===== src/streamer_settings.svh =====
// Fixed widths for the whole design; strides are byte offsets and must keep word alignment
`ifndef STREAMER_SETTINGS_SVH
`define STREAMER_SETTINGS_SVH

// Memory word width in bits
`define STREAMER_DW 32

// Byte address width
`define STREAMER_AW 32

// Channels sharing the memory port
// Tag 0 is X, tag 1 is W, tag 2 is Z
`define STREAMER_NUM_CH 3
`define STREAMER_ID_W 2

// Beat counters, so a job holds at most 2**16-1 beats
`define STREAMER_LEN_W 16

// Per-channel buffering
`define STREAMER_LOAD_DEPTH 4
`define STREAMER_STORE_DEPTH 2

`endif


===== src/streamer_pkg.sv =====
// Shared types only; field widths come from the settings header and are not parameterizable
`include "streamer_settings.svh"

package streamer_pkg;

  // One memory word as it travels on the streams
  typedef logic [`STREAMER_DW-1:0] data_t;

  // Job for one channel
  // Stride is in bytes, length in beats
  typedef struct packed {
    logic [`STREAMER_AW-1:0]    base;
    logic [`STREAMER_AW-1:0]    stride;
    logic [`STREAMER_LEN_W-1:0] length;
  } addr_ctrl_t;

  // Request on the shared memory port
  typedef struct packed {
    logic [`STREAMER_AW-1:0]   addr;
    logic                      wen;    // 1 = write
    logic [`STREAMER_DW-1:0]   wdata;
    logic [`STREAMER_ID_W-1:0] id;
  } mem_req_t;

  // Read response
  // id echoes the tag of the granted read
  typedef struct packed {
    logic [`STREAMER_DW-1:0]   rdata;
    logic [`STREAMER_ID_W-1:0] id;
  } mem_rsp_t;

  // Channel status
  typedef struct packed {
    logic busy;
    logic done;
  } chan_flags_t;

endpackage


===== src/addr_gen.sv =====
// Steps while inactive are ignored; the address wraps modulo 2**AW without any error
`include "streamer_settings.svh"

module addr_gen (
  input  logic                     clk_i,
  input  logic                     rst_n_i,
  input  logic                     start_i,
  input  streamer_pkg::addr_ctrl_t ctrl_i,
  input  logic                     step_i,
  output logic [`STREAMER_AW-1:0]  addr_o,
  output logic                     active_o,
  output logic                     last_o
);

  logic [`STREAMER_AW-1:0]    addr_q;
  logic [`STREAMER_AW-1:0]    stride_q;
  logic [`STREAMER_LEN_W-1:0] remain_q;
  logic                       active_q;
  logic                       advance;

  assign advance = step_i && active_q;

  // Beat count and activity
  always_ff @(posedge clk_i) begin
    if (!rst_n_i) begin
      active_q <= 1'b0;
      remain_q <= '0;
    end else if (start_i) begin
      // Zero length leaves the generator idle
      active_q <= (ctrl_i.length != '0);
      remain_q <= ctrl_i.length;
    end else if (advance) begin
      remain_q <= remain_q - 1'b1;
      if (last_o) begin
        active_q <= 1'b0;
      end
    end
  end

  // Address walk
  always_ff @(posedge clk_i) begin
    if (start_i) begin
      addr_q   <= ctrl_i.base;
      stride_q <= ctrl_i.stride;
    end else if (advance) begin
      addr_q <= addr_q + stride_q;
    end
  end

  assign addr_o   = addr_q;
  assign active_o = active_q;
  assign last_o   = active_q && (remain_q == `STREAMER_LEN_W'd1);

endmodule


===== src/mem_arbiter.sv =====
// Exactly two loads and one store; the store can starve the loads while it keeps requesting
`include "streamer_settings.svh"

module mem_arbiter (
  input  logic                         clk_i,
  input  logic                         rst_n_i,
  input  streamer_pkg::mem_req_t [1:0] ld_req_i,
  input  logic [1:0]                   ld_valid_i,
  output logic [1:0]                   ld_gnt_o,
  input  streamer_pkg::mem_req_t       st_req_i,
  input  logic                         st_valid_i,
  output logic                         st_gnt_o,
  output streamer_pkg::mem_req_t       mem_req_o,
  output logic                         mem_req_valid_o,
  input  logic                         mem_gnt_i,
  input  logic                         mem_rsp_valid_i,
  input  streamer_pkg::mem_rsp_t       mem_rsp_i,
  output logic [1:0]                   ld_rsp_valid_o,
  output streamer_pkg::mem_rsp_t       ld_rsp_o
);

  logic rr_q;
  logic ld_win;
  logic ld_sel;

  // Load under the pointer first, the other one if it is idle
  always_comb begin
    ld_win = rr_q;
    if (!ld_valid_i[rr_q]) begin
      ld_win = ~rr_q;
    end
  end

  // A pending store always owns the port
  assign ld_sel = !st_valid_i && (|ld_valid_i);

  assign mem_req_valid_o = st_valid_i || (|ld_valid_i);
  assign mem_req_o       = st_valid_i ? st_req_i : ld_req_i[ld_win];
  assign st_gnt_o        = st_valid_i && mem_gnt_i;

  for (genvar i = 0; i < 2; i++) begin : gen_ld_port
    assign ld_gnt_o[i] = ld_sel && mem_gnt_i && (ld_win == 1'(i));
    // Response goes back to the load that issued the tag
    assign ld_rsp_valid_o[i] = mem_rsp_valid_i && (mem_rsp_i.id == `STREAMER_ID_W'(i));
  end

  // Data is shared, only the valid is steered
  assign ld_rsp_o = mem_rsp_i;

  // Turn passes to the other load after each granted load
  always_ff @(posedge clk_i) begin
    if (!rst_n_i) begin
      rr_q <= 1'b0;
    end else if (ld_sel && mem_gnt_i) begin
      rr_q <= ~ld_win;
    end
  end

endmodule


===== src/stream_fifo.sv =====
// Needs DEPTH of at least 2; a push while full or a pop while empty is dropped silently
module stream_fifo #(
  parameter type         T     = logic,
  parameter int unsigned DEPTH = 4
) (
  input  logic                       clk_i,
  input  logic                       rst_n_i,
  input  logic                       clear_i,
  input  logic                       push_i,
  input  T                           data_i,
  output logic                       full_o,
  input  logic                       pop_i,
  output T                           data_o,
  output logic                       empty_o,
  output logic [$clog2(DEPTH+1)-1:0] count_o
);

  typedef logic [$clog2(DEPTH)-1:0]   ptr_t;
  typedef logic [$clog2(DEPTH+1)-1:0] count_t;

  T       mem_q [DEPTH];
  ptr_t   wr_ptr_q;
  ptr_t   rd_ptr_q;
  count_t count_q;
  logic   do_push;
  logic   do_pop;

  // Status straight from the registered fill level
  assign full_o  = (count_q == count_t'(DEPTH));
  assign empty_o = (count_q == '0);
  assign count_o = count_q;

  assign do_push = push_i && !full_o;
  assign do_pop  = pop_i && !empty_o;

  // Head of the queue
  assign data_o = mem_q[rd_ptr_q];

  always_ff @(posedge clk_i) begin
    if (!rst_n_i || clear_i) begin
      wr_ptr_q <= '0;
      rd_ptr_q <= '0;
      count_q  <= '0;
    end else begin
      if (do_push) begin
        wr_ptr_q <= (wr_ptr_q == ptr_t'(DEPTH - 1)) ? '0 : wr_ptr_q + 1'b1;
      end
      if (do_pop) begin
        rd_ptr_q <= (rd_ptr_q == ptr_t'(DEPTH - 1)) ? '0 : rd_ptr_q + 1'b1;
      end
      case ({do_push, do_pop})
        2'b10:   count_q <= count_q + 1'b1;
        2'b01:   count_q <= count_q - 1'b1;
        default: count_q <= count_q;
      endcase
    end
  end

  always_ff @(posedge clk_i) begin
    if (do_push) begin
      mem_q[wr_ptr_q] <= data_i;
    end
  end

endmodule


===== src/stream_sink.sv =====
// Beats beyond the job length are refused; writes leave in stream order, one per grant
`include "streamer_settings.svh"

module stream_sink #(
  parameter int unsigned ID = 2
) (
  input  logic                      clk_i,
  input  logic                      rst_n_i,
  input  logic                      start_i,
  input  streamer_pkg::addr_ctrl_t  ctrl_i,
  input  streamer_pkg::data_t       data_i,
  input  logic                      valid_i,
  output logic                      ready_o,
  output streamer_pkg::mem_req_t    req_o,
  output logic                      req_valid_o,
  input  logic                      gnt_i,
  output streamer_pkg::chan_flags_t flags_o
);

  logic [`STREAMER_AW-1:0]    wr_addr;
  logic                       ag_active;
  logic                       fifo_full;
  logic                       fifo_empty;
  logic                       accept;
  logic                       issue;
  streamer_pkg::mem_req_t     wr_req;
  logic [`STREAMER_LEN_W-1:0] writes_q;
  streamer_pkg::chan_flags_t  flags_q;

  addr_gen i_addr_gen (
    .clk_i    ( clk_i     ),
    .rst_n_i  ( rst_n_i   ),
    .start_i  ( start_i   ),
    .ctrl_i   ( ctrl_i    ),
    .step_i   ( accept    ),
    .addr_o   ( wr_addr   ),
    .active_o ( ag_active ),
    .last_o   (           )
  );

  // Back-pressure from the store queue
  assign ready_o = ag_active && !fifo_full;
  assign accept  = valid_i && ready_o;

  assign wr_req.addr  = wr_addr;
  assign wr_req.wen   = 1'b1;
  assign wr_req.wdata = data_i;
  assign wr_req.id    = `STREAMER_ID_W'(ID);

  stream_fifo #(
    .T     ( streamer_pkg::mem_req_t ),
    .DEPTH ( `STREAMER_STORE_DEPTH   )
  ) i_store_fifo (
    .clk_i   ( clk_i       ),
    .rst_n_i ( rst_n_i     ),
    .clear_i ( start_i     ),
    .push_i  ( accept      ),
    .data_i  ( wr_req      ),
    .full_o  ( fifo_full   ),
    .pop_i   ( issue       ),
    .data_o  ( req_o       ),
    .empty_o ( fifo_empty  ),
    .count_o (             )
  );

  assign req_valid_o = !fifo_empty;
  assign issue       = req_valid_o && gnt_i;

  // Job ends with the last granted write
  always_ff @(posedge clk_i) begin
    if (!rst_n_i) begin
      flags_q  <= '0;
      writes_q <= '0;
    end else if (start_i) begin
      flags_q.busy <= (ctrl_i.length != '0);
      flags_q.done <= 1'b0;
      writes_q     <= ctrl_i.length;
    end else if (issue && flags_q.busy) begin
      writes_q <= writes_q - 1'b1;
      if (writes_q == `STREAMER_LEN_W'd1) begin
        flags_q.busy <= 1'b0;
        flags_q.done <= 1'b1;
      end
    end
  end

  assign flags_o = flags_q;

endmodule


===== src/stream_source.sv =====
// One job at a time; a start during a running job may leave stale words from reads in flight
`include "streamer_settings.svh"

module stream_source #(
  parameter int unsigned ID = 0
) (
  input  logic                      clk_i,
  input  logic                      rst_n_i,
  input  logic                      start_i,
  input  streamer_pkg::addr_ctrl_t  ctrl_i,
  output streamer_pkg::mem_req_t    req_o,
  output logic                      req_valid_o,
  input  logic                      gnt_i,
  input  logic                      rsp_valid_i,
  input  streamer_pkg::mem_rsp_t    rsp_i,
  output streamer_pkg::data_t       data_o,
  output logic                      valid_o,
  input  logic                      ready_i,
  output streamer_pkg::chan_flags_t flags_o
);

  logic [`STREAMER_AW-1:0]                    rd_addr;
  logic                                       ag_active;
  logic [$clog2(`STREAMER_LOAD_DEPTH+1)-1:0] fifo_count;
  logic [$clog2(`STREAMER_LOAD_DEPTH+1)-1:0] pending_q;
  logic                                       fifo_empty;
  logic                                       issue;
  logic                                       pop;
  logic [`STREAMER_LEN_W-1:0]                 beats_q;
  streamer_pkg::chan_flags_t                  flags_q;

  addr_gen i_addr_gen (
    .clk_i    ( clk_i     ),
    .rst_n_i  ( rst_n_i   ),
    .start_i  ( start_i   ),
    .ctrl_i   ( ctrl_i    ),
    .step_i   ( issue     ),
    .addr_o   ( rd_addr   ),
    .active_o ( ag_active ),
    .last_o   (           )
  );

  // Every read in flight owns a FIFO slot, so responses always find room
  assign req_valid_o = ag_active && ((pending_q + fifo_count) < `STREAMER_LOAD_DEPTH);
  assign issue       = req_valid_o && gnt_i;

  assign req_o.addr  = rd_addr;
  assign req_o.wen   = 1'b0;
  assign req_o.wdata = '0;
  assign req_o.id    = `STREAMER_ID_W'(ID);

  always_ff @(posedge clk_i) begin
    if (!rst_n_i) begin
      pending_q <= '0;
    end else if (issue && !rsp_valid_i) begin
      pending_q <= pending_q + 1'b1;
    end else if (!issue && rsp_valid_i) begin
      pending_q <= pending_q - 1'b1;
    end
  end

  // Response buffer, drained onto the output stream
  stream_fifo #(
    .T     ( streamer_pkg::data_t ),
    .DEPTH ( `STREAMER_LOAD_DEPTH )
  ) i_load_fifo (
    .clk_i   ( clk_i       ),
    .rst_n_i ( rst_n_i     ),
    .clear_i ( start_i     ),
    .push_i  ( rsp_valid_i ),
    .data_i  ( rsp_i.rdata ),
    .full_o  (             ),
    .pop_i   ( pop         ),
    .data_o  ( data_o      ),
    .empty_o ( fifo_empty  ),
    .count_o ( fifo_count  )
  );

  assign valid_o = !fifo_empty;
  assign pop     = valid_o && ready_i;

  // Delivered beats decide when the job ends
  always_ff @(posedge clk_i) begin
    if (!rst_n_i) begin
      flags_q <= '0;
      beats_q <= '0;
    end else if (start_i) begin
      flags_q.busy <= (ctrl_i.length != '0);
      flags_q.done <= 1'b0;
      beats_q      <= ctrl_i.length;
    end else if (pop && flags_q.busy) begin
      beats_q <= beats_q - 1'b1;
      if (beats_q == `STREAMER_LEN_W'd1) begin
        flags_q.busy <= 1'b0;
        flags_q.done <= 1'b1;
      end
    end
  end

  assign flags_o = flags_q;

endmodule


===== src/streamer_top.sv =====
// Memory must answer every granted read exactly one cycle later with the request's id
`include "streamer_settings.svh"

module streamer_top (
  input  logic                                           clk_i,
  input  logic                                           rst_n_i,
  input  logic                                           start_i,
  input  streamer_pkg::addr_ctrl_t                       x_ctrl_i,
  input  streamer_pkg::addr_ctrl_t                       w_ctrl_i,
  input  streamer_pkg::addr_ctrl_t                       z_ctrl_i,
  output streamer_pkg::data_t                            x_data_o,
  output logic                                           x_valid_o,
  input  logic                                           x_ready_i,
  output streamer_pkg::data_t                            w_data_o,
  output logic                                           w_valid_o,
  input  logic                                           w_ready_i,
  input  streamer_pkg::data_t                            z_data_i,
  input  logic                                           z_valid_i,
  output logic                                           z_ready_o,
  output streamer_pkg::mem_req_t                         mem_req_o,
  output logic                                           mem_req_valid_o,
  input  logic                                           mem_gnt_i,
  input  logic                                           mem_rsp_valid_i,
  input  streamer_pkg::mem_rsp_t                         mem_rsp_i,
  output streamer_pkg::chan_flags_t [`STREAMER_NUM_CH-1:0] flags_o
);

  // Load side, index 0 is X and 1 is W
  streamer_pkg::mem_req_t [1:0] ld_req;
  logic [1:0]                   ld_valid;
  logic [1:0]                   ld_gnt;
  logic [1:0]                   ld_rsp_valid;
  streamer_pkg::mem_rsp_t       ld_rsp;

  // Store side
  streamer_pkg::mem_req_t st_req;
  logic                   st_valid;
  logic                   st_gnt;

  stream_source #(.ID(0)) i_x_source (
    .clk_i       ( clk_i           ),
    .rst_n_i     ( rst_n_i         ),
    .start_i     ( start_i         ),
    .ctrl_i      ( x_ctrl_i        ),
    .req_o       ( ld_req[0]       ),
    .req_valid_o ( ld_valid[0]     ),
    .gnt_i       ( ld_gnt[0]       ),
    .rsp_valid_i ( ld_rsp_valid[0] ),
    .rsp_i       ( ld_rsp          ),
    .data_o      ( x_data_o        ),
    .valid_o     ( x_valid_o       ),
    .ready_i     ( x_ready_i       ),
    .flags_o     ( flags_o[0]      )
  );

  stream_source #(.ID(1)) i_w_source (
    .clk_i       ( clk_i           ),
    .rst_n_i     ( rst_n_i         ),
    .start_i     ( start_i         ),
    .ctrl_i      ( w_ctrl_i        ),
    .req_o       ( ld_req[1]       ),
    .req_valid_o ( ld_valid[1]     ),
    .gnt_i       ( ld_gnt[1]       ),
    .rsp_valid_i ( ld_rsp_valid[1] ),
    .rsp_i       ( ld_rsp          ),
    .data_o      ( w_data_o        ),
    .valid_o     ( w_valid_o       ),
    .ready_i     ( w_ready_i       ),
    .flags_o     ( flags_o[1]      )
  );

  stream_sink #(.ID(2)) i_z_sink (
    .clk_i       ( clk_i      ),
    .rst_n_i     ( rst_n_i    ),
    .start_i     ( start_i    ),
    .ctrl_i      ( z_ctrl_i   ),
    .data_i      ( z_data_i   ),
    .valid_i     ( z_valid_i  ),
    .ready_o     ( z_ready_o  ),
    .req_o       ( st_req     ),
    .req_valid_o ( st_valid   ),
    .gnt_i       ( st_gnt     ),
    .flags_o     ( flags_o[2] )
  );

  mem_arbiter i_mem_arbiter (
    .clk_i           ( clk_i           ),
    .rst_n_i         ( rst_n_i         ),
    .ld_req_i        ( ld_req          ),
    .ld_valid_i      ( ld_valid        ),
    .ld_gnt_o        ( ld_gnt          ),
    .st_req_i        ( st_req          ),
    .st_valid_i      ( st_valid        ),
    .st_gnt_o        ( st_gnt          ),
    .mem_req_o       ( mem_req_o       ),
    .mem_req_valid_o ( mem_req_valid_o ),
    .mem_gnt_i       ( mem_gnt_i       ),
    .mem_rsp_valid_i ( mem_rsp_valid_i ),
    .mem_rsp_i       ( mem_rsp_i       ),
    .ld_rsp_valid_o  ( ld_rsp_valid    ),
    .ld_rsp_o        ( ld_rsp          )
  );

endmodule


===== config.mk =====
export PLATFORM = sky130hd
export DESIGN_NAME = streamer_top
export DESIGN_NICKNAME = d
export VERILOG_FILES = /design/src/streamer_pkg.sv /design/src/addr_gen.sv /design/src/mem_arbiter.sv /design/src/stream_fifo.sv /design/src/stream_sink.sv /design/src/stream_source.sv /design/src/streamer_top.sv
export VERILOG_INCLUDE_DIRS = /design/src
export SDC_FILE = /design/constraint.sdc
export NUM_CORES = 1
export LEC_CHECK = 0
export ABC_AREA = 0
export CAP_MARGIN = 0
export CORE_AREA = 2 2 249 251
export DETAILED_ROUTE_END_ITERATION = 6
export DIE_AREA = 0 0 251 253
export DONT_BUFFER_PORTS = 1
export MAX_ROUTING_LAYER = met4
export PLACE_DENSITY = 0.73
export SYNTH_ARGS = -nofsm -noshare
export SYNTH_HDL_FRONTEND = slang
export SYNTH_SLANG_ARGS = --single-unit

===== constraint.sdc =====
create_clock -name clk_i -period 4.25 [get_ports clk_i]
set_clock_uncertainty 0.05 [all_clocks]
set_input_delay 0.85 -clock clk_i [delete_from_list [all_inputs] [get_ports clk_i]]
set_output_delay 0.85 -clock clk_i [all_outputs]
set_load 0.01 [all_outputs]

==> flow_summary.json, run 1 <==
{
  "outcome": "finished clean",
  "yosysMostFrequentCell": "edfxtp_1",
  "grtUsageTotal": 0.272,
  "coreArea_um2": 61000,
  "clkLatencyLatePin_ns": 0.61,
  "r2r_end": "i_x_source.i_addr_gen.addr_o[30]$_DFFE_PP_",
  "grt_max_degree": 300,
  "cts_sinks": 711,
  "path_class": "reg -> out",
  "clockBufferDepth": 3,
  "setup_viol": 0,
  "clkTransAtPathRegs_ns": 0.07,
  "power.leakage_uw": 0.0125,
  "synthTopCellsByCount": "edfxtp_1 (576), a21oi_1 (237), nand2_1 (207)",
  "cts_setup_buffers": 0,
  "drc": 0,
  "finalCritPeriodShare": 0.970,
  "nFillCells": 4736,
  "rsz0062_at_grt": "no",
  "gr-total-overflow": 0,
  "arrival_ns": 3.22,
  "path_max_fanout": 34,
  "layout.cells.non_filler": 3489,
  "die_area_um2": 63500,
  "placedCellCount": 3308,
  "vias": 21700,
  "worstHoldPathCells": 0,
  "cts_made_buffers": 73,
  "hold_class": "in -> reg",
  "synth_area_leaders": "edfxtp_1 (52%), dfxtp_1 (8.1%), ha_1 (4.7%)",
  "grt_pass1_vias": 20900,
  "multi_input_area_um2": 12500,
  "r2r_setup_slack_ns": 0.89,
  "grt-busiest-layer": "met2",
  "grt_antenna_before_repair": 48,
  "ff2ff_path_depth": 10,
  "netlist.area_leader.share": 0.520,
  "hold_viol": 0,
  "end_kind": "primary output",
  "tns_ns": 0,
  "htree_levels": 3,
  "vias_per_cell": 6.23,
  "seq_area_um2": 20000,
  "use_met2": 0.408,
  "cp-start-kind": "register",
  "synth_async_sr_flop_share": 0,
  "antenna_left": 0,
  "drive_gt1_frac": 0.0985,
  "crit_required_ns": 3.35,
  "min_to": "i_w_source.i_load_fifo.mem_q[3][23]$_DFFE_PP_",
  "routed_wl_mm": 86.2,
  "yosysSeqAreaShare": 0.602,
  "maxCapViolCount": 0,
  "yosys_warnings": 0,
  "fin_nets": 3038,
  "synth_cells": 2615,
  "avgSynthCellArea_um2": 12.7,
  "finalPower_uw": 17800,
  "area_growth_pct": 9.69,
  "cts_root_buf": "clkbuf_16",
  "tightest_slew_ns": 1.02,
  "cts-hold-fix-buffers": 0,
  "max_clock_freq_mhz": 243,
  "grt.met1_usage": 0.352,
  "start_util": 0.545,
  "rows": 91,
  "hold_start": "mem_rsp_i[25]",
  "grt_pass1_wl_mm": 125,
  "use_met3": 0.0702,
  "syn_nets": 3060,
  "p_per_area_nw_per_um2": 488,
  "cts_tree": "done",
  "ir_drop_v": 0.000347,
  "portBuffers": 0,
  "drt_iter0_markers": 2000,
  "max-slew-margin-rel": 0.318,
  "synthesis.area_um2": 33200,
  "wl_per_cell_um": 24.7,
  "synth_edf_count": 576,
  "die_h_um": 253,
  "die_w_um": 251,
  "num_io_pins": 455,
  "yosysTopAreaCell": "edfxtp_1",
  "post-route-min-period_ns": 4.12,
  "gp_congestion": 0.926,
  "hpwl_mm": 61.7,
  "drt_pre_antenna_iters": 5,
  "synth_flop_cell": "edfxtp_1",
  "slew_violations": 0,
  "r2r_start": "i_x_source.i_addr_gen.addr_o[0]$_DFFE_PP_",
  "ys_ff_latch": 711,
  "synth.distinct_cells": 92
}
## final cells by class
cell class / instances / share of cell area
multi-input combinational: 1721 / 0.343
tap: 790 / 0.0271
clock buffer: 89 / 0.0537
antenna: 50 / 0.00343
timing repair buffer: 16 / 0.00501
sequential: 711 / 0.549
clock inverter: 42 / 0.0118
inverter: 70 / 0.00728
## flip-flops by register name (all words and copies together), names as in the netlist, 32 cells and up, named ones only
| register | count |
|---|---|
| i_z_sink.i_addr_gen.addr_o | 32 |
| i_x_source.i_addr_gen.addr_o | 32 |
| i_z_sink.i_store_fifo.mem_q | 128 |
| i_z_sink.i_addr_gen.stride_q | 32 |
| i_w_source.i_addr_gen.stride_q | 32 |
| i_x_source.i_addr_gen.stride_q | 32 |
| i_x_source.i_load_fifo.mem_q | 128 |
| i_w_source.i_addr_gen.addr_o | 32 |
| i_w_source.i_load_fifo.mem_q | 128 |
## how the worst max path moves through the flow
stage / to / start
after floorplan: i_z_sink.i_store_fifo.mem_q[0][0]$_DFFE_PP_ / z_valid_i
after global placement: mem_req_o[40] / i_x_source.i_load_fifo.count_o[2]$_SDFFE_PP0P_
after detailed placement: mem_req_o[38] / i_w_source.i_load_fifo.count_o[2]$_SDFFE_PP0P_
after CTS: mem_req_o[38] / i_w_source.i_load_fifo.count_o[2]$_SDFFE_PP0P_
after global routing: mem_req_o[35] / i_x_source.i_load_fifo.count_o[2]$_SDFFE_PP0P_
final: mem_req_o[38] / i_x_source.i_load_fifo.count_o[2]$_SDFFE_PP0P_
## repair_timing
action                                  in CTS  in global routing
resized for setup                            0                  1
endpoints found under the hold margin        0                  0
endpoints found under the setup margin       0                  7
## worst max-delay path: stages, from the launching register on
cell      delay, ns
dfxtp_1        0.39
ha_1           0.25
or4b_1         0.53
a311oi_1       0.46
a21o_2         0.19
buf_12         0.22
mux2i_1        0.14
a21oi_1        0.34
## power breakdown
part	switching [µW]	internal, µW
logic	1750	1180
clock network	2680	3730
registers	419	8050
total	4840	13000
## logic make-up after synthesis
logic type / after synthesis / share of synthesized area
AO/OA/AOI/OAI: 635 / 0.116
XOR/XNOR: 168 / 0.0443
adder cells (fa/ha/maj): 131 / 0.0509
buffers and inverters: 183 / 0.0234
flip-flops: 711 / 0.602
multiplexers: 139 / 0.0661
AND/OR/NAND/NOR: 648 / 0.0978
## through the flow
step | cell area (µm²) | setup WS, ns | util | hold slack [ns]
after floorplan | 33200 | -0.147 | - | 0.402
after global placement | 33900 | 0.871 | 0.556 | 0.413
after detailed placement | 33900 | 0.801 | 0.556 | 0.418
after CTS | 36300 | 0.118 | 0.595 | 0.233
after global routing | 36400 | 0.0456 | 0.597 | 0.252
final | 36500 | 0.126 | 0.597 | 0.276
## metal layers
layer	vias to the layer above	wire length [µm]
li1	9907	-
met3	150	8470
met5	-	0
met1	10700	35100
met4	0	2430
met2	964	40200
## placed cells by master (no fill, tap or decap), types with 50 or more instances in the layout
| master | count |
|---|---|
| dfxtp_1 | 131 |
| nor2_1 | 141 |
| o21ai_0 | 173 |
| mux2i_1 | 71 |
| xnor2_1 | 109 |
| a21oi_1 | 237 |
| xor2_1 | 59 |
| edfxtp_1 | 576 |
| ha_1 | 124 |
| nand2_1 | 207 |
| diode_2 | 50 |
| mux4_2 | 64 |
| inv_1 | 69 |
| clkbuf_16 | 75 |
No activity file was read; power rests on OpenSTA's default activity.
==> run 2, diff against run 1 <==
Settings changed: CORE_AREA 2 2 249 251 to 2 2 312 314, DIE_AREA 0 0 251 253 to 0 0 314 316, PLACE_DENSITY 0.73 to not set.
==> flow_summary.json, run 2 (synthesis results as in run 1) <==
{
  "power.leakage_uw": 0.0127,
  "setup_viol": 0,
  "gp_congestion": 0.933,
  "vias": 21100,
  "post-place-ws_ns": 0.656,
  "rows": 114,
  "routed_wl_mm": 93.3,
  "htree_levels": 3,
  "clockBufferDepth": 3,
  "die_h_um": 316,
  "vias_per_cell": 5.29,
  "clkTransAtPathRegs_ns": 0.06,
  "max_clock_freq_mhz": 247,
  "hpwl_mm": 67.4,
  "num_io_pins": 455,
  "finalCritPeriodShare": 0.953,
  "wl_per_cell_um": 23.4,
  "drt_pre_antenna_iters": 5,
  "cts_made_buffers": 81,
  "p_sw_uw": 5200,
  "post-route-min-period_ns": 4.05,
  "drt_iter0_markers": 1846,
  "hold_viol": 0,
  "biggestRegsByFlops": "i_w_source.i_load_fifo.mem_q x128, i_x_source.i_load_fifo.mem_q x128, i_z_sink.i_store_fifo.mem_q x128",
  "clkLatencyLatePin_ns": 0.66,
  "end_kind": "primary output",
  "drc": 0,
  "grt_antenna_before_repair": 34,
  "hold_class": "in -> reg",
  "cts_root_buf": "clkbuf_16",
  "start_util": 0.346,
  "cts_tree": "done",
  "grtUsageTotal": 0.188,
  "p_per_area_nw_per_um2": 495,
  "nFillCells": 9051,
  "final_common_cell": "edfxtp_1",
  "crit_path_cell_trace": "ha_1 -> or4b_1 -> a311oi_4 -> a21o_4 -> buf_12 -> mux2i_1 -> a21oi_1 -> buf_4",
  "portBuffers": 0,
  "slowest_delay_ns": 0.57,
  "antenna_left": 0,
  "area_growth_pct": 12.8,
  "cp_slowest_cell": "or4b_1",
  "combPwrFrac": 0.161,
  "outcome": "finished clean",
  "maxCapViolCount": 0,
  "die_area_um2": 99200,
  "finalPower_uw": 18500,
  "rsz0062_at_grt": "no",
  "crit_required_ns": 3.35,
  "arrival_ns": 3.15,
  "power_frac_seq": 0.458,
  "tightest_slew_ns": 0.995,
  "path_max_fanout": 17,
  "layout_setup_ws_ns": 0.198,
  "cp-start-kind": "register",
  "fin_nets": 3070,
  "max-slew-margin-rel": 0.335,
  "grt_pass1_wl_mm": 133,
  "mostFrequentLayoutCells": "edfxtp_1 (576), a21oi_1 (236), nand2_1 (206)",
  "grt_max_degree": 300,
  "grt_pass1_vias": 20200,
  "slew_violations": 0,
  "path_class": "reg -> out",
  "p_int_uw": 13300,
  "cts_sinks": 711,
  "drive_gt1_frac": 0.110,
  "power.share.clock": 0.381,
  "p_sw_frac": 0.280,
  "gr-total-overflow": 0,
  "ir_drop_v": 0.000315,
  "coreArea_um2": 96000,
  "die_w_um": 314
}
## run 2: cell types whose count changed in the layout (fill, tap and decap cells not counted), sizes merged, moves of 3 or more
cell,delta
diode,-24
clkinv,+16
inv,-3
buf,+23
clkbuf,+4
## run 2: final timing paths
path	from	end	slack, ns	cells after the start
max reg2reg	i_x_source.i_addr_gen.addr_o[0]$_DFFE_PP_	i_x_source.i_addr_gen.addr_o[30]$_DFFE_PP_	0.76	10
min reg2reg	i_w_source.i_load_fifo.rd_ptr_q[1]$_SDFFE_PP0P_	i_w_source.i_load_fifo.rd_ptr_q[1]$_SDFFE_PP0P_	0.44	2
max	i_x_source.i_load_fifo.count_o[2]$_SDFFE_PP0P_	mem_req_o[57]	0.20	8
min	mem_rsp_i[22]	i_x_source.i_load_fifo.mem_q[2][20]$_DFFE_PP_	0.23	0
## run 2: power by group through the flow
stage / Sequential [µW] / Clock [µW] / Combinational (µW)
2_1_floorplan: 8350 / 0 / 2340
6_report: 8500 / 7060 / 2990
4_1_cts: 8490 / 7250 / 2970
3_5_place_dp: 8630 / 0 / 2950
3_3_place_gp: 8640 / 0 / 2930
5_1_grt: 8530 / 7500 / 3340
## run 2: critical path: cells and delay by family, from the launching register on
| kind | cells | cell delay, ns |
|---|---|---|
| compound gates | 3 | 0.69 |
| simple gates | 1 | 0.57 |
| buf+inv | 2 | 0.41 |
| flops | 1 | 0.38 |
| fa+ha+maj | 1 | 0.24 |
| mux | 1 | 0.22 |
## run 2: layer usage
| layer | global-route usage | part of all wire | vias up |
|---|---|---|---|
| li1 | - | - | 9955 |
| met1 | 0.246 | 0.43 | 10300 |
| met2 | 0.282 | 0.45 | 691 |
| met5 | - | 0 | - |
| met3 | 0.0504 | 0.086 | 138 |
| met4 | 0.0606 | 0.026 | 0 |
## run 2: layout make-up
class / instances / area (µm²) / share of cell area
timing repair buffer: 40 / 343 / 0.00914
multi-input combinational: 1721 / 12500 / 0.334
clock inverter: 55 / 614 / 0.0164
clock buffer: 92 / 2090 / 0.0557
tap: 1276 / 1600 / 0.0426
antenna: 26 / 65.1 / 0.00174
inverter: 70 / 265 / 0.00707
sequential: 711 / 20000 / 0.534
## run 2: metrics by stage
| step | std cells | TNS (ns) | util | instance area (µm²) | hold slack, ns |
|---|---|---|---|---|---|
| 2_1_floorplan | 2615 | -18.86 | - | 33200 | 0.402 |
| 3_3_place_gp | 3817 | 0 | 0.361 | 34700 | 0.414 |
| 3_5_place_dp | 3817 | 0 | 0.361 | 34700 | 0.431 |
| 4_1_cts | 3964 | 0 | 0.389 | 37400 | 0.178 |
| 5_1_grt | 3982 | 0 | 0.390 | 37500 | 0.185 |
| 6_report | 3991 | 0 | 0.391 | 37500 | 0.226 |
## run 2: timing repair
action | CTS | global route
pin swaps | 0 | 0
resized for setup | 1 | 3
setup buffers | 0 | 0
cloned | 0 | 1
endpoints found under the setup margin | 12 | 10
hold endpoints to repair | 0 | 0
hold buffers | 0 | 0
